File: src/rtl/mtrap_consts.svh
// CSR numbers, ID values, interrupt bit positions, sizes and AXI response codes.
`ifndef MTRAP_CONSTS_SVH
`define MTRAP_CONSTS_SVH

// Data word width.
`define XLEN            32

// Machine-mode CSR numbers.
`define CSR_MSTATUS     12'h300
`define CSR_MISA        12'h301
`define CSR_MIE         12'h304
`define CSR_MTVEC       12'h305
`define CSR_MSCRATCH    12'h340
`define CSR_MEPC        12'h341
`define CSR_MCAUSE      12'h342
`define CSR_MIP         12'h344
`define CSR_MVENDORID   12'hf11
`define CSR_MARCHID     12'hf12
`define CSR_MIMPID      12'hf13
`define CSR_MHARTID     12'hf14

// Fixed ID and ISA values.
// RV32I with U-mode: MXL = 1, I and U bits set.
`define MISA_VALUE      32'h4010_0100
`define MVENDORID_VALUE 32'h0000_0000
`define MARCHID_VALUE   32'd37
// Version 2.0.0 in the major/minor/patch fields.
`define MIMPID_VALUE    32'h0000_0200

// Interrupt line positions in mip and mie.
`define TIMER_IRQ_BIT   5'd7
`define IRQ_EXT_LO      16
`define IRQ_EXT_HI      31

// Cycles a set mstatus.MIE waits before enabling interrupts.
`define MIE_DELAY       2

// AXI4-Lite response codes.
`define RESP_OKAY       2'b00
`define RESP_SLVERR     2'b10

`endif
File: src/rtl/mtrap_pkg.sv
// Privilege, trap cause and CSR data word types for the machine trap unit.
`include "mtrap_consts.svh"

package mtrap_pkg;

    // Privilege levels; only U and M are implemented.
    typedef enum logic [1:0] {
        PRIV_U = 2'b00,
        PRIV_M = 2'b11
    } priv_t;

    // Trap or interrupt number.
    typedef logic [4:0] trap_cause_t;

    // mstatus layout, M-mode fields only.
    typedef struct packed {
        logic [13:0] rsvd_31_18;
        logic        mprv;
        logic [3:0]  rsvd_16_13;
        logic [1:0]  mpp;
        logic [2:0]  rsvd_10_8;
        logic        mpie;
        logic [2:0]  rsvd_6_4;
        logic        mie;
        logic [2:0]  rsvd_2_0;
    } mstatus_t;

    // mcause layout.
    typedef struct packed {
        logic        intr;
        logic [25:0] rsvd;
        trap_cause_t code;
    } mcause_t;

    // One CSR data word in its raw and decoded views.
    typedef union packed {
        logic [`XLEN-1:0] raw;
        mstatus_t         mstatus;
        mcause_t          mcause;
    } csr_word_u;

endpackage

File: src/rtl/csr_access_if.sv
// CSR access interface between the bus front end and the CSR file.
`timescale 1ns/1ps
`include "mtrap_consts.svh"

interface csr_access_if;
    // Single-cycle access strobe.
    logic             access;
    // High for a write, low for a read.
    logic             write;
    // CSR number.
    logic [11:0]      addr;
    logic [`XLEN-1:0] wdata;
    // Read data and status, combinational from addr.
    logic [`XLEN-1:0] rdata;
    logic             exists;
    logic             rdonly;

    // Bus front end.
    modport bus (output access, write, addr, wdata, input rdata, exists, rdonly);

    // CSR file.
    modport regs (input access, write, addr, wdata, output rdata, exists, rdonly);

endinterface

File: src/rtl/mtrap_unit.sv
// Machine trap unit top level with AXI4-Lite CSR access.
`timescale 1ns/1ps
`include "mtrap_consts.svh"

module mtrap_unit import mtrap_pkg::*; #(
    parameter logic [`XLEN-1:0] hart_id = '0
) (
    input  logic                           clk,
    input  logic                           rst,
    // Interrupt lines.
    input  logic [`IRQ_EXT_HI:`IRQ_EXT_LO] irq,
    input  logic                           timer_irq,
    // Retire and trap events.
    input  logic                           retire_valid,
    input  logic [`XLEN-1:1]               retire_pc,
    input  logic                           trap_valid,
    input  trap_cause_t                    trap_cause,
    input  logic                           xret,
    output logic                           redirect,
    output logic [`XLEN-1:1]               redirect_pc,
    output priv_t                          priv,
    // AXI4-Lite write channels.
    input  logic                           awvalid,
    output logic                           awready,
    input  logic [11:0]                    awaddr,
    input  logic                           wvalid,
    output logic                           wready,
    input  logic [`XLEN-1:0]               wdata,
    output logic                           bvalid,
    input  logic                           bready,
    output logic [1:0]                     bresp,
    // AXI4-Lite read channels.
    input  logic                           arvalid,
    output logic                           arready,
    input  logic [11:0]                    araddr,
    output logic                           rvalid,
    input  logic                           rready,
    output logic [`XLEN-1:0]               rdata,
    output logic [1:0]                     rresp
);
    // Trap events to the CSR file.
    logic             take_trap;
    logic             take_irq;
    trap_cause_t      cause;
    logic [`XLEN-1:1] epc;
    priv_t            trap_priv;
    logic             do_ret;
    // CSR state back to control.
    logic [`XLEN-1:2] mtvec_base;
    logic [`XLEN-1:1] mepc;
    priv_t            mpp;
    logic [`XLEN-1:0] mie;
    logic             status_mie;
    // Interrupt arbiter results.
    logic [`XLEN-1:0] irq_ip;
    logic             irq_pending;
    trap_cause_t      irq_cause;

    csr_access_if csr_if ();

    csr_axil_slave u_axil (
        .clk(clk), .rst(rst),
        .awvalid(awvalid), .awready(awready), .awaddr(awaddr),
        .wvalid(wvalid), .wready(wready), .wdata(wdata),
        .bvalid(bvalid), .bready(bready), .bresp(bresp),
        .arvalid(arvalid), .arready(arready), .araddr(araddr),
        .rvalid(rvalid), .rready(rready), .rdata(rdata), .rresp(rresp),
        .csr(csr_if)
    );

    csr_regs #(.hart_id(hart_id)) u_regs (
        .clk(clk), .rst(rst), .csr(csr_if),
        .take_trap(take_trap), .take_irq(take_irq), .cause(cause), .epc(epc),
        .trap_priv(trap_priv), .do_ret(do_ret), .irq_ip(irq_ip),
        .mtvec_base(mtvec_base), .mepc(mepc), .mpp(mpp), .mie(mie),
        .status_mie(status_mie)
    );

    irq_arbiter u_irq (
        .clk(clk), .irq(irq), .timer_irq(timer_irq), .mie(mie),
        .status_mie(status_mie), .irq_ip(irq_ip), .irq_pending(irq_pending),
        .irq_cause(irq_cause)
    );

    trap_ctrl u_ctrl (
        .clk(clk), .rst(rst), .retire_valid(retire_valid), .retire_pc(retire_pc),
        .trap_valid(trap_valid), .trap_cause(trap_cause), .xret(xret),
        .irq_pending(irq_pending), .irq_cause(irq_cause),
        .mtvec_base(mtvec_base), .mepc(mepc), .mpp(mpp),
        .take_trap(take_trap), .take_irq(take_irq), .cause(cause), .epc(epc),
        .trap_priv(trap_priv), .do_ret(do_ret),
        .redirect(redirect), .redirect_pc(redirect_pc), .priv(priv)
    );

endmodule

File: src/rtl/trap_ctrl.sv
// Trap versus interrupt dispatch, MRET handling and the privilege register.
`timescale 1ns/1ps
`include "mtrap_consts.svh"

module trap_ctrl import mtrap_pkg::*; (
    input  logic             clk,
    input  logic             rst,
    // Retiring instruction and its events.
    input  logic             retire_valid,
    input  logic [`XLEN-1:1] retire_pc,
    input  logic             trap_valid,
    input  trap_cause_t      trap_cause,
    input  logic             xret,
    // From the interrupt arbiter.
    input  logic             irq_pending,
    input  trap_cause_t      irq_cause,
    // From the CSR file.
    input  logic [`XLEN-1:2] mtvec_base,
    input  logic [`XLEN-1:1] mepc,
    input  priv_t            mpp,
    // To the CSR file.
    output logic             take_trap,
    output logic             take_irq,
    output trap_cause_t      cause,
    output logic [`XLEN-1:1] epc,
    output priv_t            trap_priv,
    output logic             do_ret,
    // To fetch.
    output logic             redirect,
    output logic [`XLEN-1:1] redirect_pc,
    output priv_t            priv
);
    // Interrupt first, then trap, then return.
    assign take_irq  = irq_pending && retire_valid;
    assign take_trap = trap_valid && !take_irq;
    assign do_ret    = xret && !trap_valid && !take_irq;

    assign cause     = take_irq ? irq_cause : trap_cause;
    assign epc       = retire_pc;
    assign trap_priv = priv;

    // Vectoring is direct mode only.
    assign redirect    = take_irq || take_trap || do_ret;
    assign redirect_pc = do_ret ? mepc : {mtvec_base, 1'b0};

    // Current privilege.
    always_ff @(posedge clk) begin
        if (rst) begin
            priv <= PRIV_M;
        end else if (take_trap || take_irq) begin
            priv <= PRIV_M;
        end else if (do_ret) begin
            priv <= mpp;
        end
    end

endmodule

File: src/rtl/irq_arbiter.sv
// Interrupt latching, masking, lowest-number priority and delayed global enable.
`timescale 1ns/1ps
`include "mtrap_consts.svh"

module irq_arbiter import mtrap_pkg::*; (
    input  logic                            clk,
    input  logic [`IRQ_EXT_HI:`IRQ_EXT_LO]  irq,
    input  logic                            timer_irq,
    input  logic [`XLEN-1:0]                mie,
    input  logic                            status_mie,
    output logic [`XLEN-1:0]                irq_ip,
    output logic                            irq_pending,
    output trap_cause_t                     irq_cause
);
    // Line values before latching.
    logic [`XLEN-1:0]      ip_next;
    // Enabled pending lines.
    logic [`XLEN-1:0]      masked;
    // History of mstatus.MIE.
    logic [`MIE_DELAY-1:0] en_hist;

    always_comb begin
        ip_next = '0;
        ip_next[`IRQ_EXT_HI:`IRQ_EXT_LO] = irq;
        ip_next[`TIMER_IRQ_BIT] = timer_irq;
    end

    // Lines are sampled one cycle before use.
    always_ff @(posedge clk) begin
        irq_ip  <= ip_next;
        en_hist <= {en_hist[`MIE_DELAY-2:0], status_mie};
    end

    assign masked = irq_ip & mie;

    // Scan downwards so the lowest number is assigned last.
    always_comb begin
        irq_cause = '0;
        for (int i = `XLEN - 1; i >= 0; i--) begin
            if (masked[i]) begin
                irq_cause = trap_cause_t'(i);
            end
        end
    end

    // Global enable must have held for the whole delay.
    assign irq_pending = (|masked) && (&en_hist) && status_mie;

endmodule

File: src/rtl/csr_regs.sv
// M-mode CSR storage, read decoding, access checks and trap/return updates.
`timescale 1ns/1ps
`include "mtrap_consts.svh"

module csr_regs import mtrap_pkg::*; #(
    // Value of mhartid.
    parameter logic [`XLEN-1:0] hart_id = '0
) (
    input  logic              clk,
    input  logic              rst,
    csr_access_if.regs        csr,
    // Trap and return events.
    input  logic              take_trap,
    input  logic              take_irq,
    input  trap_cause_t       cause,
    input  logic [`XLEN-1:1]  epc,
    input  priv_t             trap_priv,
    input  logic              do_ret,
    // Latched interrupt lines.
    input  logic [`XLEN-1:0]  irq_ip,
    // State used by the trap controller and arbiter.
    output logic [`XLEN-1:2]  mtvec_base,
    output logic [`XLEN-1:1]  mepc,
    output priv_t             mpp,
    output logic [`XLEN-1:0]  mie,
    output logic              status_mie
);
    // mstatus fields.
    logic             status_mpie;
    logic             status_mprv;
    // mcause fields.
    logic             mcause_int;
    trap_cause_t      mcause_code;
    logic [`XLEN-1:0] mscratch;
    // Decoded views of write and read data.
    csr_word_u        wr;
    csr_word_u        rd;
    // Software write that lands this cycle; traps and returns win.
    logic             we;

    assign wr.raw = csr.wdata;
    assign we     = csr.access && csr.write && csr.exists && !csr.rdonly
                    && !take_trap && !take_irq && !do_ret;

    // Numbers 0xCxx to 0xFxx are read-only by encoding.
    assign csr.rdonly = (csr.addr[11:10] == 2'b11);

    // Read mux.
    always_comb begin
        rd.raw     = '0;
        csr.exists = 1'b1;
        case (csr.addr)
            `CSR_MSTATUS: begin
                rd.mstatus.mie  = status_mie;
                rd.mstatus.mpie = status_mpie;
                rd.mstatus.mpp  = mpp;
                rd.mstatus.mprv = status_mprv;
            end
            `CSR_MCAUSE: begin
                rd.mcause.intr = mcause_int;
                rd.mcause.code = mcause_code;
            end
            `CSR_MISA:      rd.raw = `MISA_VALUE;
            `CSR_MIE:       rd.raw = mie;
            `CSR_MIP:       rd.raw = irq_ip;
            `CSR_MTVEC:     rd.raw = {mtvec_base, 2'b00};
            `CSR_MSCRATCH:  rd.raw = mscratch;
            `CSR_MEPC:      rd.raw = {mepc, 1'b0};
            `CSR_MVENDORID: rd.raw = `MVENDORID_VALUE;
            `CSR_MARCHID:   rd.raw = `MARCHID_VALUE;
            `CSR_MIMPID:    rd.raw = `MIMPID_VALUE;
            `CSR_MHARTID:   rd.raw = hart_id;
            default:        csr.exists = 1'b0;
        endcase
        csr.rdata = rd.raw;
    end

    // Control CSRs.
    always_ff @(posedge clk) begin
        if (rst) begin
            status_mie  <= 1'b0;
            status_mpie <= 1'b0;
            status_mprv <= 1'b0;
            mpp         <= PRIV_M;
            mie         <= '0;
            mtvec_base  <= '0;
            mepc        <= '0;
            mcause_int  <= 1'b0;
            mcause_code <= '0;
        end else if (take_trap || take_irq) begin
            // Enter M-mode, stacking the enable and privilege.
            status_mpie <= status_mie;
            status_mie  <= 1'b0;
            mpp         <= trap_priv;
            mepc        <= epc;
            mcause_int  <= take_irq;
            mcause_code <= cause;
        end else if (do_ret) begin
            status_mie <= status_mpie;
            // MPRV only survives a return to M.
            status_mprv <= status_mprv && (mpp == PRIV_M);
        end else if (we) begin
            case (csr.addr)
                `CSR_MSTATUS: begin
                    status_mie  <= wr.mstatus.mie;
                    status_mpie <= wr.mstatus.mpie;
                    status_mprv <= wr.mstatus.mprv;
                    // Only U and M exist.
                    mpp <= (wr.mstatus.mpp != 2'b00) ? PRIV_M : PRIV_U;
                end
                `CSR_MCAUSE: begin
                    mcause_int  <= wr.mcause.intr;
                    mcause_code <= wr.mcause.code;
                end
                `CSR_MIE:   mie        <= wr.raw;
                `CSR_MTVEC: mtvec_base <= wr.raw[`XLEN-1:2];
                `CSR_MEPC:  mepc       <= wr.raw[`XLEN-1:1];
                default: begin
                end
            endcase
        end
    end

    // Scratch register.
    always_ff @(posedge clk) begin
        if (we && csr.addr == `CSR_MSCRATCH) begin
            mscratch <= wr.raw;
        end
    end

endmodule

File: src/rtl/csr_axil_slave.sv
// AXI4-Lite slave turning bus transactions into single-cycle CSR accesses.
`timescale 1ns/1ps
`include "mtrap_consts.svh"

module csr_axil_slave (
    input  logic             clk,
    input  logic             rst,
    // Write address and data.
    input  logic             awvalid,
    output logic             awready,
    input  logic [11:0]      awaddr,
    input  logic             wvalid,
    output logic             wready,
    input  logic [`XLEN-1:0] wdata,
    // Write response.
    output logic             bvalid,
    input  logic             bready,
    output logic [1:0]       bresp,
    // Read address.
    input  logic             arvalid,
    output logic             arready,
    input  logic [11:0]      araddr,
    // Read data.
    output logic             rvalid,
    input  logic             rready,
    output logic [`XLEN-1:0] rdata,
    output logic [1:0]       rresp,
    csr_access_if.bus        csr
);
    // Write accepted at the next edge.
    logic wr_start;
    // Read accepted at the next edge, writes take precedence.
    logic rd_start;
    // Handshake cycles, one per transaction.
    logic wr_go;
    logic rd_go;

    assign wr_start = awvalid && wvalid && !bvalid && !awready;
    assign rd_start = arvalid && !rvalid && !arready && !wr_start && !awready;
    assign wr_go    = awready && awvalid && wvalid;
    assign rd_go    = arready && arvalid;

    // Drive the CSR port from whichever channel is in its handshake.
    assign csr.access = wr_go || rd_go;
    assign csr.write  = wr_go;
    assign csr.addr   = wr_go ? awaddr : araddr;
    assign csr.wdata  = wdata;

    // Ready pulses and pending responses.
    always_ff @(posedge clk) begin
        if (rst) begin
            awready <= 1'b0;
            wready  <= 1'b0;
            arready <= 1'b0;
            bvalid  <= 1'b0;
            rvalid  <= 1'b0;
        end else begin
            awready <= wr_start;
            wready  <= wr_start;
            arready <= rd_start;
            // Response held until the master takes it.
            if (wr_go) begin
                bvalid <= 1'b1;
            end else if (bready) begin
                bvalid <= 1'b0;
            end
            if (rd_go) begin
                rvalid <= 1'b1;
            end else if (rready) begin
                rvalid <= 1'b0;
            end
        end
    end

    // Response payload, captured at the handshake.
    always_ff @(posedge clk) begin
        if (wr_go) begin
            bresp <= (!csr.exists || csr.rdonly) ? `RESP_SLVERR : `RESP_OKAY;
        end
        if (rd_go) begin
            rresp <= csr.exists ? `RESP_OKAY : `RESP_SLVERR;
            rdata <= csr.exists ? csr.rdata : '0;
        end
    end

endmodule

File: config.mk
export PLATFORM = sky130hd
export DESIGN_NAME = mtrap_unit
export DESIGN_NICKNAME = d
export VERILOG_FILES = /design/src/rtl/mtrap_pkg.sv /design/src/rtl/csr_access_if.sv /design/src/rtl/mtrap_unit.sv /design/src/rtl/trap_ctrl.sv /design/src/rtl/irq_arbiter.sv /design/src/rtl/csr_regs.sv /design/src/rtl/csr_axil_slave.sv
export VERILOG_INCLUDE_DIRS = /design/src /design/src/rtl
export SDC_FILE = /design/constraint.sdc
export NUM_CORES = 1
export LEC_CHECK = 0
export ABC_CLOCK_PERIOD_IN_PS = 3300
export BUFFER_PORTS_ARGS = -buffer_cell sky130_fd_sc_hd__buf_2
export CAP_MARGIN = 20
export CELL_PAD_IN_SITES_DETAIL_PLACEMENT = 1
export CELL_PAD_IN_SITES_GLOBAL_PLACEMENT = 1
export CORE_ASPECT_RATIO = 0.8
export CORE_MARGIN = 4
export CORE_UTILIZATION = 25
export DETAILED_ROUTE_END_ITERATION = 8
export GPL_ROUTABILITY_DRIVEN = 0
export PLACE_DENSITY_LB_ADDON = 0.1
export SKIP_CTS_REPAIR_TIMING = 1
export SYNTH_ARGS = -nofsm -noshare
export SYNTH_HDL_FRONTEND = slang
export SYNTH_SLANG_ARGS = --single-unit
File: constraint.sdc
create_clock -name clk -period 3.3 [get_ports clk]
set_input_delay 0 -clock clk [delete_from_list [all_inputs] [get_ports clk]]
set_output_delay 0 -clock clk [all_outputs]
set_load 0.02 [all_outputs]
== Yosys cells after proc, flatten, opt, wreduce, memory -nomap -nowiden ==
Index checks and enable logic that the tools add are counted.

* Equal/unequal tests: 15
* Multiplexer cells: 80
* Bitwise operators: 3
* Reductions and logical operators: 59

{| class="wikitable"
|+ Operator list
! cell !! number
|-
| 5-bit two-way mux || 37
|-
| 31-bit two-way mux || 5
|-
| 12-bit by 10-bit == test with 1-bit output, second input constant || 8
|-
| 13-bit case mux with 6 select lines || 1
|-
| 12-bit == test, second input constant || 4
|-
| 3-bit case mux with 6 select lines || 2
|-
| 32-bit AND || 1
|-
| 32-bit OR reduction || 1
|-
| 1-bit logical AND || 24
|-
| 1-bit case mux with 6 select lines || 4
|-
| 2-bit case mux with 5 select lines || 2
|-
| 4-bit case mux with 5 select lines || 1
|-
| 1-bit two-way mux || 19
|-
| 2-bit nonzero test || 9
|-
| 2-bit two-way mux || 7
|-
| 12-bit two-way mux || 1
|-
| 3-bit AND reduction || 4
|-
| 12-bit OR reduction || 1
|-
| 1-bit zero test || 11
|-
| 4-bit AND reduction || 2
|-
| 1-bit case mux with 5 select lines || 1
|-
| 2-bit == test, second input constant || 2
|-
| 1-bit logical OR || 4
|-
| 2-bit AND reduction || 2
|-
| 3 further kinds || 4
|}

* Register bits after elaboration: 197
* Bits of input ports: 119
* Word-level logic and storage cells: 177

== Logic depth before layout (Yosys ltp) ==
Gate-level depths: netlist of run 1.

* Depth in word-level cells: 35
* Depth in mapped cells: 11
* Gate-level depth less buffers: 8

== Modules after synthesis ==
Synthesis of run 1 repeated with hierarchy kept, for this count alone.

* Cell total of the unflattened synthesis: 1073
* Area total of the unflattened synthesis: 10198.5 um2

{| class="wikitable"
|+ By module, submodules not included
! module !! times used !! cells an instance !! area an instance (um2)
|-
| csr_regs || 1 || 768 || 6613.8
|-
| csr_axil_slave || 1 || 137 || 1859.3
|-
| trap_ctrl || 1 || 86 || 902.1
|-
| irq_arbiter || 1 || 82 || 823.3
|}

== Worst setup path before layout of run 1 ==
OpenSTA, ideal clock, no wires.

* Path type: register -> register
* Start: reg u_axil.awready
* End: reg u_regs.mscratch[0] (enable)
* Setup time: 392 ps
* Arrival time: 2868 ps
* Required time: 2908 ps
* Path slack: 40 ps
* Cell stages (with the launch flop): 10
* Buffers on the path: 3
* Cells stage by stage: dfxtp_1 -> nand3_2 -> inv_2 -> mux2i_2 -> nor2b_1 -> clkbuf_1 -> nor2b_1 -> buf_2 -> buf_2 -> and2_1

* Cells in the longest elaborated chain, start to end: 12
* Elaborated cells between the ends (all ways): 27
* Those cells by class: eq/ne (13); mux (2); reduce/logical (12)

{| class="wikitable"
|+ Ends and longest elaborated chain
! item !! line !! text
|-
| from (decl) || csr_axil_slave.sv:10 || <nowiki>output logic awready,</nowiki>
|-
| from (signal assigned) || csr_axil_slave.sv:58 || <nowiki>awready <= wr_start;</nowiki>
|-
| 1-bit logical AND * (2 in a row) || csr_axil_slave.sv:40 || <nowiki>assign wr_go = awready && awvalid && wvalid;</nowiki>
|-
| via csr_if.write || csr_access_if.sv:9 || <nowiki>logic write;</nowiki>
|-
| 12-bit two-way mux || csr_axil_slave.sv:46 || <nowiki>assign csr.addr = wr_go ? awaddr : araddr;</nowiki>
|-
| 12-bit == test or 12-bit by 10-bit == test with 1-bit output (tied branches) || csr_regs.sv:52 || <nowiki>case (csr.addr)</nowiki>
|-
| 12-bit OR reduction (no source line) || -- ||
|-
| 1-bit two-way mux || csr_regs.sv:52 ||
|-
| 1-bit logical AND (2 in a row) || csr_regs.sv:42 || <nowiki>assign we = csr.access && csr.write && csr.exists && !csr.rdonly</nowiki>
|-
| 1-bit logical AND (3 in a row) || csr_regs.sv:43 || <nowiki>&& !take_trap && !take_irq && !do_ret;</nowiki>
|-
| 1-bit logical AND (no source line) * || -- ||
|-
| to (signal assigned) || csr_regs.sv:127 || <nowiki>mscratch <= wr.raw;</nowiki>
|-
| to (decl) || csr_regs.sv:34 || <nowiki>logic [`XLEN-1:0] mscratch;</nowiki>
|}

The timed path passes the listed nets; every way through them passes the cells marked *.
A chain may end at the register's enable or synchronous reset.

== Worst setup path after layout of run 1 ==
* Start: reg u_irq.irq_ip[24]
* End: out redirect_pc[11] (netlist bit)

* Cells in the longest elaborated chain, start to end: 8

{| class="wikitable"
|+ Ends and longest elaborated chain
! item !! line !! text
|-
| from (decl) || irq_arbiter.sv:11 || <nowiki>output logic [`XLEN-1:0] irq_ip,</nowiki>
|-
| from (signal assigned) || irq_arbiter.sv:30 || <nowiki>irq_ip <= ip_next;</nowiki>
|-
| 32-bit AND || irq_arbiter.sv:34 || <nowiki>assign masked = irq_ip & mie;</nowiki>
|-
| 32-bit OR reduction || irq_arbiter.sv:47 || <nowiki>assign irq_pending = (|masked) && (&en_hist) && status_mie;</nowiki>
|-
| 1-bit logical AND (2 in a row) || irq_arbiter.sv:47 ||
|-
| 1-bit logical AND || trap_ctrl.sv:34 || <nowiki>assign take_irq = irq_pending && retire_valid;</nowiki>
|-
| 1-bit zero test || trap_ctrl.sv:36 || <nowiki>assign do_ret = xret && !trap_valid && !take_irq;</nowiki>
|-
| 1-bit logical AND || trap_ctrl.sv:36 ||
|-
| 31-bit two-way mux || trap_ctrl.sv:44 || <nowiki>assign redirect_pc = do_ret ? mepc : {mtvec_base, 1'b0};</nowiki>
|-
| to (decl) || mtrap_unit.sv:20 || <nowiki>output logic [`XLEN-1:1] redirect_pc,</nowiki>
|}

Every way passes these cells.

==> results of run 1 <==
==> layout make-up <==
cell class,count,area [um^2],share of cell area (%)
clock buffers,17,425.4,3.542
clock inverters,15,187.7,1.563
inverters,6,22.52,0.1875
multi-input cells,606,4038,33.62
flip-flops and latches,195,4564,38.00
well taps,472,590.6,4.917
repair buffers,316,2182,18.17
==> power breakdown <==
part | leakage (uW) | internal, uW | switching, uW | total [uW]
clock | 0.000300 | 1160 | 1070 | 2230
sequential | 0.00161 | 2540 | 48.7 | 2580
combinational | 0.00289 | 221 | 280 | 501
==> through the flow <==
step / cell area [um^2] / cells
floorplan: 8899 / 866
global placement: 10490 / 1505
detailed placement: 10490 / 1505
CTS: 11110 / 1537
global route: 12010 / 1627
finish: 12010 / 1627
==> worst min-delay path: stages <==
cell and delay (ns):
buf_2 0.08, nor2_1 0.08, a211oi_1 0.20
==> cells by family after synthesis <==
group | after synthesis | synth area share (%)
simple gates | 248 | 12.94
compound gates | 215 | 15.68
flops | 195 | 51.32
mux | 138 | 15.98
buf+inv | 65 | 3.742
xor+xnor | 3 | 0.2955
other cells | 1 | 0.04216
==> cells in the mapped netlist, types with 6 or more instances <==
master and number:
dfxtp_1 129, mux2i_1 108, nor2_1 107, nand2_1 77, a21oi_1 70, edfxtp_1 66, clkbuf_1 38, a211oi_1 32
mux2_1 29, a22oi_1 28, o21ai_1 27, nand3_1 12, a22o_1 9, nor3_1 9, buf_2 8, o21ai_0 7
buf_4 6
==> metal layers <==
metal,GRT usage [%],wire [um],vias up,part of all wire [%]
li1,-,-,3727,-
met1,26.19,17840,3786,51
met2,26.58,15380,159,44
met3,3.072,1463,18,4.2
met4,3.580,329,0,0.94
met5,0,0,-,0
==> state kept, by name (all words and copies together), names as in the netlist <==
register,cells
u_regs.status_mprv,1
u_axil.awready,1
u_regs.mepc,31
u_regs.mcause_int,1
u_regs.status_mie,1
u_regs.mpp,2
u_axil.arready,1
u_axil.bresp,1
u_irq.irq_ip,17
u_axil.rdata,32
u_axil.rvalid,1
u_regs.mie,32
u_regs.mcause_code,5
u_irq.en_hist,2
u_regs.status_mpie,1
u_regs.mtvec_base,30
u_axil.rresp,1
u_ctrl.priv,2
u_axil.bvalid,1
u_regs.mscratch,32
==> path summary, 6_finish.rpt <==
| path | cells after the start | start | to | slack [ns] |
|---|---|---|---|---|
| worst max-delay path | 7 | u_irq.irq_ip[24] | redirect_pc[11] | 0.27 |
| worst min-delay path | 3 | retire_pc[31] | u_regs.mepc[31] | -0.02 |
| worst max register to register | 7 | u_irq.irq_ip[24] | u_regs.mepc[15] | 0.57 |
| worst min register to register | 0 | u_irq.en_hist[0] | u_irq.en_hist[1] | 0.36 |
==> impl_results.md, run 1 <==
- NumNets Final: 1,261
- Max frequency: 330.6 MHz
- Number of synthesized register bits: 195
- Unique cell type count in the Yosys netlist: 69
- Design Power: 5313 uW
- Final number of max-transition violations: 0
- Mapped Cells: 865
- Total Wirelength: 35.01 mm
- Most frequent cells in the layout: 190 x buf_2, 129 x dfxtp_1, 107 x nor2_1, 107 x mux2i_1, 89 x dlygate4sd3_1
- Clk sink count: 195
- Final period util: 91.67%
- Global-route wire length before repair: 50.57 mm
- Die Footprint: 0.03868 mm^2
- Leak: 0.004797 uW
- Max stage delay on crit path: 0.42 ns
- Max IR drop VDD: 0.2915 mV
- Warnings, synthesis: 0
- Top cell type's share of synthesized area: 29.03%
- Share of cells above drive strength 1: 24.76%
- Share of flip-flops with an asynchronous set or reset: 0%
- Hold crit path type: primary input to register
- Post-Place Setup Slack: 0.5678 ns
- Min Tclk post-route: 3.025 ns
- Peak fanout along the critical path: 23
- Root Driver: clkbuf_16
- Largest cells by area after synthesis: dfxtp_1 29%, edfxtp_1 22%, mux2i_1 12%
- Syn avg cell area: 10.28 um^2
- Max Clock Skew: 0.01691 ns
- Hold Violations, Final: 2
- Commonest non-fill, non-tap cell in the layout: buf_2
- Die height: 176.7 um
- Routed wire length per instance: 21.52 um
- I/O Buffers: 191
- Initial antenna violation count: 0
- Largest net degree at the start of global routing: 78
- EDFF count, synth: 66
- Worst-path clk slew: 0.08 ns
- Clock tree buffer depth: 2
- Util after Layout: 34.36%
- Post-synth top flop: dfxtp_1
- Chip width: 218.9 um
- Sum of negative setup slack: 0 ns
- Outcome: complete, but fails checks
- Max stage delay cell, worst path: nor4_2
- Final setup viols: 0
- Crit path buffers/inverters: 2
- Req. time, crit path: 3.30 ns
- Overflow after GRT: 0
- Violated checks: negative hold slack
- Vias in the first global route: 7,780
- Initial Utilization: 25.45%
- Slew margin rel.: 32.99%
- Critical Path Sink Type: output port
- # DRC: 0
- CP startpoint kind: register
- CP Class: register to output port
- First-pass iteration count of the detailed router: 5
- Core ar.: 0.03496 mm^2
- DP Wirelength: 24.64 mm
- Worst slew pin tran: 1.005 ns
- Clock latency on the worst-skew pair: 0.45 ns
- Register area share after synthesis: 51.32%
- Via/cell ratio: 4.726
- CTS buffer count: 17
- Rows: 61
- GR Util All Layers: 17.53%
- P&R area growth vs syn: 35.03%
- Area leader, netlist: dfxtp_1
- Max Cap Violations: 0
- Ant diodes: 0
- IO Count: 194
- Final worst slack: 0.2748 ns
- Vias: 7,690
- CP cell instances: a22o_1, nor4_2, a31o_2, nand2_4, buf_4, mux2_1, buf_2
- Netlist Area Pre-Place: 0.008895 mm^2
- Starting DRT DRC Count: 329
- PwrDens: 442.4 mW/mm^2
- Fillcell total: 4,021
- CTS tree: built
- Crit path DAT: 3.03 ns
- Min Hold Slack: -0.02494 ns
- RSZ-0062 raised after global routing: false
- Detail Route Antenna Nets: 0
- H-tree Lvls: 4
- Top Family by Delay on Critical Path: compound AO/OA/AOI/OAI gates
No activity file was read; power rests on OpenSTA's default activity.
==> run 2, diff against run 1 <==
--- a/config.mk
+++ b/config.mk
@@ -13,7 +13,7 @@
 export CELL_PAD_IN_SITES_GLOBAL_PLACEMENT = 1
 export CORE_ASPECT_RATIO = 0.8
 export CORE_MARGIN = 4
-export CORE_UTILIZATION = 25
+export CORE_UTILIZATION = 38
 export DETAILED_ROUTE_END_ITERATION = 8
 export GPL_ROUTABILITY_DRIVEN = 0
 export PLACE_DENSITY_LB_ADDON = 0.1
==> impl_results.md, run 2 (synthesis gave the netlist of run 1 again) <==
- CTS tree: built (unchanged)
- Clk sink count: 195 (unchanged)
- Die height: 144.8 um (was 176.7 um)
- Max IR drop VDD: 0.3018 mV (was 0.2915 mV)
- RSZ-0062 raised after global routing: false (unchanged)
- Max Clock Skew: 0.01578 ns (was 0.01691 ns)
- Share of cells above drive strength 1: 24.61% (was 24.76%)
- Largest net degree at the start of global routing: 52 (was 78)
- Critical Path Sink Type: output port (unchanged)
- Crit path DAT: 3.10 ns (was 3.03 ns)
- Leak: 0.004764 uW (was 0.004797 uW)
- Vias in the first global route: 7,602 (was 7,780)
- Core ar.: 0.02275 mm^2 (was 0.03496 mm^2)
- Commonest non-fill, non-tap cell in the layout: buf_2 (unchanged)
- Hold Violations, Final: 0 (was 2)
- Clock network power share: 41.0% (was 41.9%)
- Hold crit path type: primary input to register (unchanged)
- Area post-placement: 0.01022 mm^2 (was 0.01049 mm^2)
- Sum of negative setup slack: 0 ns (unchanged)
- Crit path buffers/inverters: 2 (unchanged)
- DP Wirelength: 20.82 mm (was 24.64 mm)
- Max stage delay on crit path: 0.41 ns (was 0.42 ns)
- Slew margin rel.: 33.40% (was 32.99%)
- Ant diodes: 0 (unchanged)
- Peak fanout along the critical path: 27 (was 23)
- P&R area growth vs syn: 32.16% (was 35.03%)
- Post-Place Setup Slack: 0.5819 ns (was 0.5678 ns)
- Outcome: complete, no violations (was complete, but fails checks)
- Final period util: 94.02% (was 91.67%)
- Final setup viols: 0 (unchanged)
- Min Hold Slack: 0.006353 ns (was -0.02494 ns)
- Switch Pwr: 1361 uW (was 1400 uW)
- NumNets Final: 1,260 (was 1,261)
- H-tree Lvls: 4 (unchanged)
- Top Family by Delay on Critical Path: simple AND/OR/NAND/NOR gates (was compound AO/OA/AOI/OAI gates)
- Fillcell total: 2,569 (was 4,021)
- Routed wire length per instance: 21.40 um (was 21.52 um)
- Overflow after GRT: 0 (unchanged)
- Min Tclk post-route: 3.103 ns (was 3.025 ns)
- CTS buffer count: 17 (unchanged)
- First-pass iteration count of the detailed router: 5 (unchanged)
- Final number of max-transition violations: 0 (unchanged)
- # DRC: 0 (unchanged)
- Total Wirelength: 31.25 mm (was 35.01 mm)
- CP cell instances: a22o_1, nor4_2, a31o_2, nand2_2, buf_4, mux2_1, buf_2 (was a22o_1, nor4_2, a31o_2, nand2_4, buf_4, mux2_1, buf_2)
- Max frequency: 322.3 MHz (was 330.6 MHz)
- Rows: 49 (was 61)
- Top flop regs: u_axil.rdata: 32 flops, u_regs.mie: 32 flops, u_regs.mscratch: 32 flops (unchanged)
- Initial antenna violation count: 0 (unchanged)
- Worst-path clk slew: 0.08 ns (about the same)
- GR Util All Layers: 22.63% (was 17.53%)
- CP Class: register to output port (unchanged)
- Gate power share: 9.5% (was 9.4%)
- Reg power frac: 49.5% (was 48.6%)
- I/O Buffers: 191 (unchanged)
- Req. time, crit path: 3.30 ns (about the same)
- Sw frac: 26.05% (was 26.34%)
- Most frequent cells in the layout: 190 x buf_2, 129 x dfxtp_1, 107 x nor2_1, 107 x mux2i_1, 91 x dlygate4sd3_1 (was 190 x buf_2, 129 x dfxtp_1, 107 x nor2_1, 107 x mux2i_1, 89 x dlygate4sd3_1)
- Starting DRT DRC Count: 512 (was 329)
- Detail Route Antenna Nets: 0 (unchanged)
- Chip width: 179.1 um (was 218.9 um)
- Root Driver: clkbuf_16 (unchanged)
- Int Pwr: 3864 uW (was 3914 uW)
- Via/cell ratio: 5.402 (was 4.726)
- Worst slew pin tran: 0.9954 ns (was 1.005 ns)
- Flop2flop setup slack: 0.45 ns (was 0.57 ns)
- Vias: 7,887 (was 7,690)
- CP startpoint kind: register (unchanged)
- Max stage delay cell, worst path: nor4_2 (unchanged)
- Global-route wire length before repair: 44.73 mm (was 50.57 mm)
- Die Footprint: 0.02593 mm^2 (was 0.03868 mm^2)
- Final worst slack: 0.1973 ns (was 0.2748 ns)
- Design area: 0.01176 mm^2 (was 0.01201 mm^2)
- Design Power: 5225 uW (was 5313 uW)
- IO Count: 194 (unchanged)
- Initial Utilization: 39.11% (was 25.45%)
- Max Cap Violations: 0 (unchanged)
- Clock latency on the worst-skew pair: 0.44 ns (was 0.45 ns)
- Clock tree buffer depth: 2 (unchanged)
- PwrDens: 444.5 mW/mm^2 (was 442.4 mW/mm^2)
run 2: changes by cell type in the layout (fill, tap and decap cells not counted), sizes merged:
| cell | before | now |
|---|---|---|
| clkinv | 4 | 7 |
| dlygate4sd3 | 89 | 91 |
| clkbuf | 17 | 18 |
| buf | 227 | 224 |
| bufinv | 2 | 1 |
| inv | 14 | 11 |
run 2: power groups by stage:
stage / registers (uW) / logic [uW] / clock network (uW)
2_1_floorplan: 2640 / 183 / 0
3_3_place_gp: 2640 / 401 / 0
3_5_place_dp: 2640 / 406 / 0
4_1_cts: 2580 / 408 / 2180
5_1_grt: 2590 / 536 / 2270
6_report: 2580 / 496 / 2140
run 2: metal layers:
metal  global-route usage (%)  vias to the layer above  part of all wire (%)
met5                        0                        -                     0
li1                         -                     3723                     -
met3                    4.052                       25                   5.5
met1                    33.64                     3905                    48
met4                    4.602                        0                   1.1
met2                    34.69                      234                    45
run 2: worst min-delay path: stages:
cell	delay [ns]
buf_2	0.11
nand3_2	0.19
a21oi_1	0.09
run 2: worst paths after layout:
check / end / start / cells after the start
max reg2reg: u_regs.mepc[14] / u_irq.irq_ip[22] / 7
min: u_axil.bvalid / awvalid / 3
max: redirect_pc[17] / u_irq.irq_ip[22] / 7
min reg2reg: u_irq.en_hist[1] / u_irq.en_hist[0] / 0
run 2: final cells by class:
type,count,area (um^2),area share (%)
clock buffer,18,439.2,3.736
clock inverter,14,168.9,1.437
inverter,6,22.52,0.1916
multi-input combinational,606,4035,34.33
sequential,195,4564,38.83
tap,306,382.9,3.257
timing repair buffer,315,2142,18.22
run 2: stage by stage:
stage	std cells	utilization, %
final	1460	51.68
after global routing	1460	51.68
after CTS	1368	47.59
after detailed placement	1336	44.91
after global placement	1336	44.91
after floorplan	866	-
==> run 3, diff against run 2 <==
--- a/config.mk
+++ b/config.mk
@@ -13,7 +13,8 @@
 export CELL_PAD_IN_SITES_GLOBAL_PLACEMENT = 1
 export CORE_ASPECT_RATIO = 0.8
 export CORE_MARGIN = 4
-export CORE_UTILIZATION = 38
+export CORE_UTILIZATION = 39
+export CTS_BUF_LIST = sky130_fd_sc_hd__clkbuf_4
 export DETAILED_ROUTE_END_ITERATION = 8
 export GPL_ROUTABILITY_DRIVEN = 0
 export PLACE_DENSITY_LB_ADDON = 0.1
==> impl_results.md, run 3 (synthesis gave the netlist of run 1 again) <==
- Final period util: 94.96% (was 94.02%)
- IO Count: 194 (unchanged)
- GR Util All Layers: 22.88% (was 22.63%)
- H-tree Lvls: 4 (unchanged)
- Max frequency: 319.1 MHz (was 322.3 MHz)
- Outcome: complete, but fails checks (was complete, no violations)
- Core ar.: 0.02244 mm^2 (was 0.02275 mm^2)
- Top flop regs: u_axil.rdata: 32 flops, u_regs.mie: 32 flops, u_regs.mscratch: 32 flops (unchanged)
- Min Hold Slack: -0.02251 ns (was 0.006353 ns)
- Violated checks: negative hold slack
- NumNets Final: 1,281 (was 1,260)
- First-pass iteration count of the detailed router: 5 (unchanged)
- Max stage delay cell, worst path: dlygate4sd3_1 (was nor4_2)
- Commonest non-fill, non-tap cell in the layout: buf_2 (unchanged)
- I/O Buffers: 191 (unchanged)
- Critical Path Sink Type: register (was output port)
- Leak: 0.004736 uW (was 0.004764 uW)
- Max IR drop VDD: 0.1979 mV (was 0.3018 mV)
- Die Footprint: 0.02530 mm^2 (was 0.02593 mm^2)
- Req. time, crit path: 3.87 ns (was 3.30 ns)
- Hold Violations, Final: 2 (was 0)
- Sw frac: 28.27% (was 26.05%)
- # DRC: 0 (unchanged)
- CTS tree: built (unchanged)
- Die height: 143.1 um (was 144.8 um)
- Detail Route Antenna Nets: 0 (unchanged)
- Switch Pwr: 1259 uW (was 1361 uW)
- Crit path DAT: 3.70 ns (was 3.10 ns)
- Initial antenna violation count: 1 (was 0)
- Clock latency on the worst-skew pair: 0.61 ns (was 0.44 ns)
- Top Family by Delay on Critical Path: buffers and inverters (was simple AND/OR/NAND/NOR gates)
- CP Class: register to register (was register to output port)
- Final number of max-transition violations: 0 (unchanged)
- Min Tclk post-route: 3.134 ns (was 3.103 ns)
- Clk sink count: 195 (unchanged)
- Vias: 8,037 (was 7,887)
- Final setup viols: 0 (unchanged)
- Worst-path clk slew: 0.18 ns (was 0.08 ns)
- Vias in the first global route: 7,628 (was 7,602)
- Rows: 49 (unchanged)
- Via/cell ratio: 5.423 (was 5.402)
- CTS buffer count: 17 (unchanged)
- Int Pwr: 3193 uW (was 3864 uW)
- DP Wirelength: 20.77 mm (was 20.82 mm)
- Chip width: 176.8 um (was 179.1 um)
- PwrDens: 380.9 mW/mm^2 (was 444.5 mW/mm^2)
- Total Wirelength: 32.18 mm (was 31.25 mm)
- Root Driver: clkbuf_4 (was clkbuf_16)
- P&R area growth vs syn: 31.40% (was 32.16%)
- Max Clock Skew: 0.02872 ns (was 0.01578 ns)
- Util after Layout: 52.09% (was 51.68%)
- Largest net degree at the start of global routing: 60 (was 52)
- Reg power frac: 58.1% (was 49.5%)
- Design Power: 4451 uW (was 5225 uW)
- Hold crit path type: primary input to register (unchanged)
- Final worst slack: 0.1663 ns (was 0.1973 ns)
- Initial Utilization: 39.64% (was 39.11%)
- Share of cells above drive strength 1: 24.17% (was 24.61%)
- CP startpoint kind: register (unchanged)
- Clock tree buffer depth: 2 (unchanged)
- Crit path buffers/inverters: 3 (was 2)
- Worst slew pin tran: 1.029 ns (was 0.9954 ns)
- Max Cap Violations: 0 (unchanged)
- Routed wire length per instance: 21.71 um (was 21.40 um)
- Peak fanout along the critical path: 17 (was 27)
- Clock network power share: 30.2% (was 41.0%)
- Starting DRT DRC Count: 527 (was 512)
- CP cell instances: nand3_2, inv_2, mux2i_2, and2b_1, nor2b_2, and2b_2, buf_4, mux2i_1, a211oi_1, dlygate4sd3_1 (was a22o_1, nor4_2, a31o_2, nand2_2, buf_4, mux2_1, buf_2)
- Most frequent cells in the layout: 190 x buf_2, 129 x dfxtp_1, 111 x dlygate4sd3_1 (was 190 x buf_2, 129 x dfxtp_1, 107 x nor2_1, 107 x mux2i_1, 91 x dlygate4sd3_1)
- Gate power share: 11.7% (was 9.5%)
- Post-Place Setup Slack: 0.6758 ns (was 0.5819 ns)
- Max stage delay on crit path: 0.59 ns (was 0.41 ns)
- Slew margin rel.: 31.17% (was 33.40%)
- Global-route wire length before repair: 44.62 mm (was 44.73 mm)
- Overflow after GRT: 0 (unchanged)
-- run 3: cell types whose count changed in the layout (fill, tap and decap cells not counted), moves of 2 or more --
cell and delta:
buf_4 -2, clkinv_4 +2, clkinv_8 -2, clkbuf_4 +17, inv_6 -2, inv_8 +3, buf_12 +3, clkbuf_16 -17
dlygate4sd3_1 +20
-- run 3: power groups by stage --
stage          Combinational [uW]  Clock, uW  Sequential [uW]
2_1_floorplan                 183          0             2640
3_3_place_gp                  406          0             2640
3_5_place_dp                  409          0             2640
4_1_cts                       412       1380             2590
5_1_grt                       562       1470             2600
6_report                      522       1340             2590
-- run 3: final timing paths --
| kind | startpoint | to | slack, ns | cells after the start |
|---|---|---|---|---|
| worst min-delay path | retire_valid | u_regs.mcause_code[3] | -0.02 | 4 |
| worst max-delay path | u_axil.awready | u_regs.mepc[28] | 0.17 | 10 |
| worst min register to register | u_irq.en_hist[0] | u_irq.en_hist[1] | 0.37 | 0 |
| worst max register to register | u_axil.awready | u_regs.mepc[28] | 0.17 | 10 |
-- run 3: cell type report --
cell class | instances | area, um^2
fillers | 2587 | 10750
flip-flops and latches | 195 | 4564
multi-input cells | 606 | 4033
repair buffers | 336 | 2387
well taps | 306 | 382.9
clock inverters | 15 | 167.7
clock buffers | 17 | 127.6
inverters | 6 | 22.52
diodes | 1 | 2.502
-- run 3: layer usage --
metal	track usage (%)	routed length, um	vias to the layer above
met3	4.023	1735	18
li1	-	-	3760
met5	0	0	-
met1	33.61	14880	4023
met4	4.762	210	0
met2	35.66	15360	236
-- run 3: worst register-to-register path: cells and delay by family, from the launching register on --
family,cells,cell delay (ns)
buffers and inverters,3,1.12
AOI/OAI and AO/OA,1,0.27
and+or+nand+nor,4,0.70
DFF,1,0.45
muxes,2,0.57
-- run 3: stage by stage --
stage / cell area [um^2] / setup TNS, ns / hold WS, ns / instances
after detailed placement: 10260 / 0 / 0.1044 / 1337
after CTS: 10550 / 0 / -0.5808 / 1369
after global routing: 11690 / -0.05107 / 0.0004152 / 1482
final: 11690 / 0 / -0.02251 / 1482
after global placement: 10260 / 0 / 0.1017 / 1337
after floorplan: 8899 / 0 / 0.02772 / 866
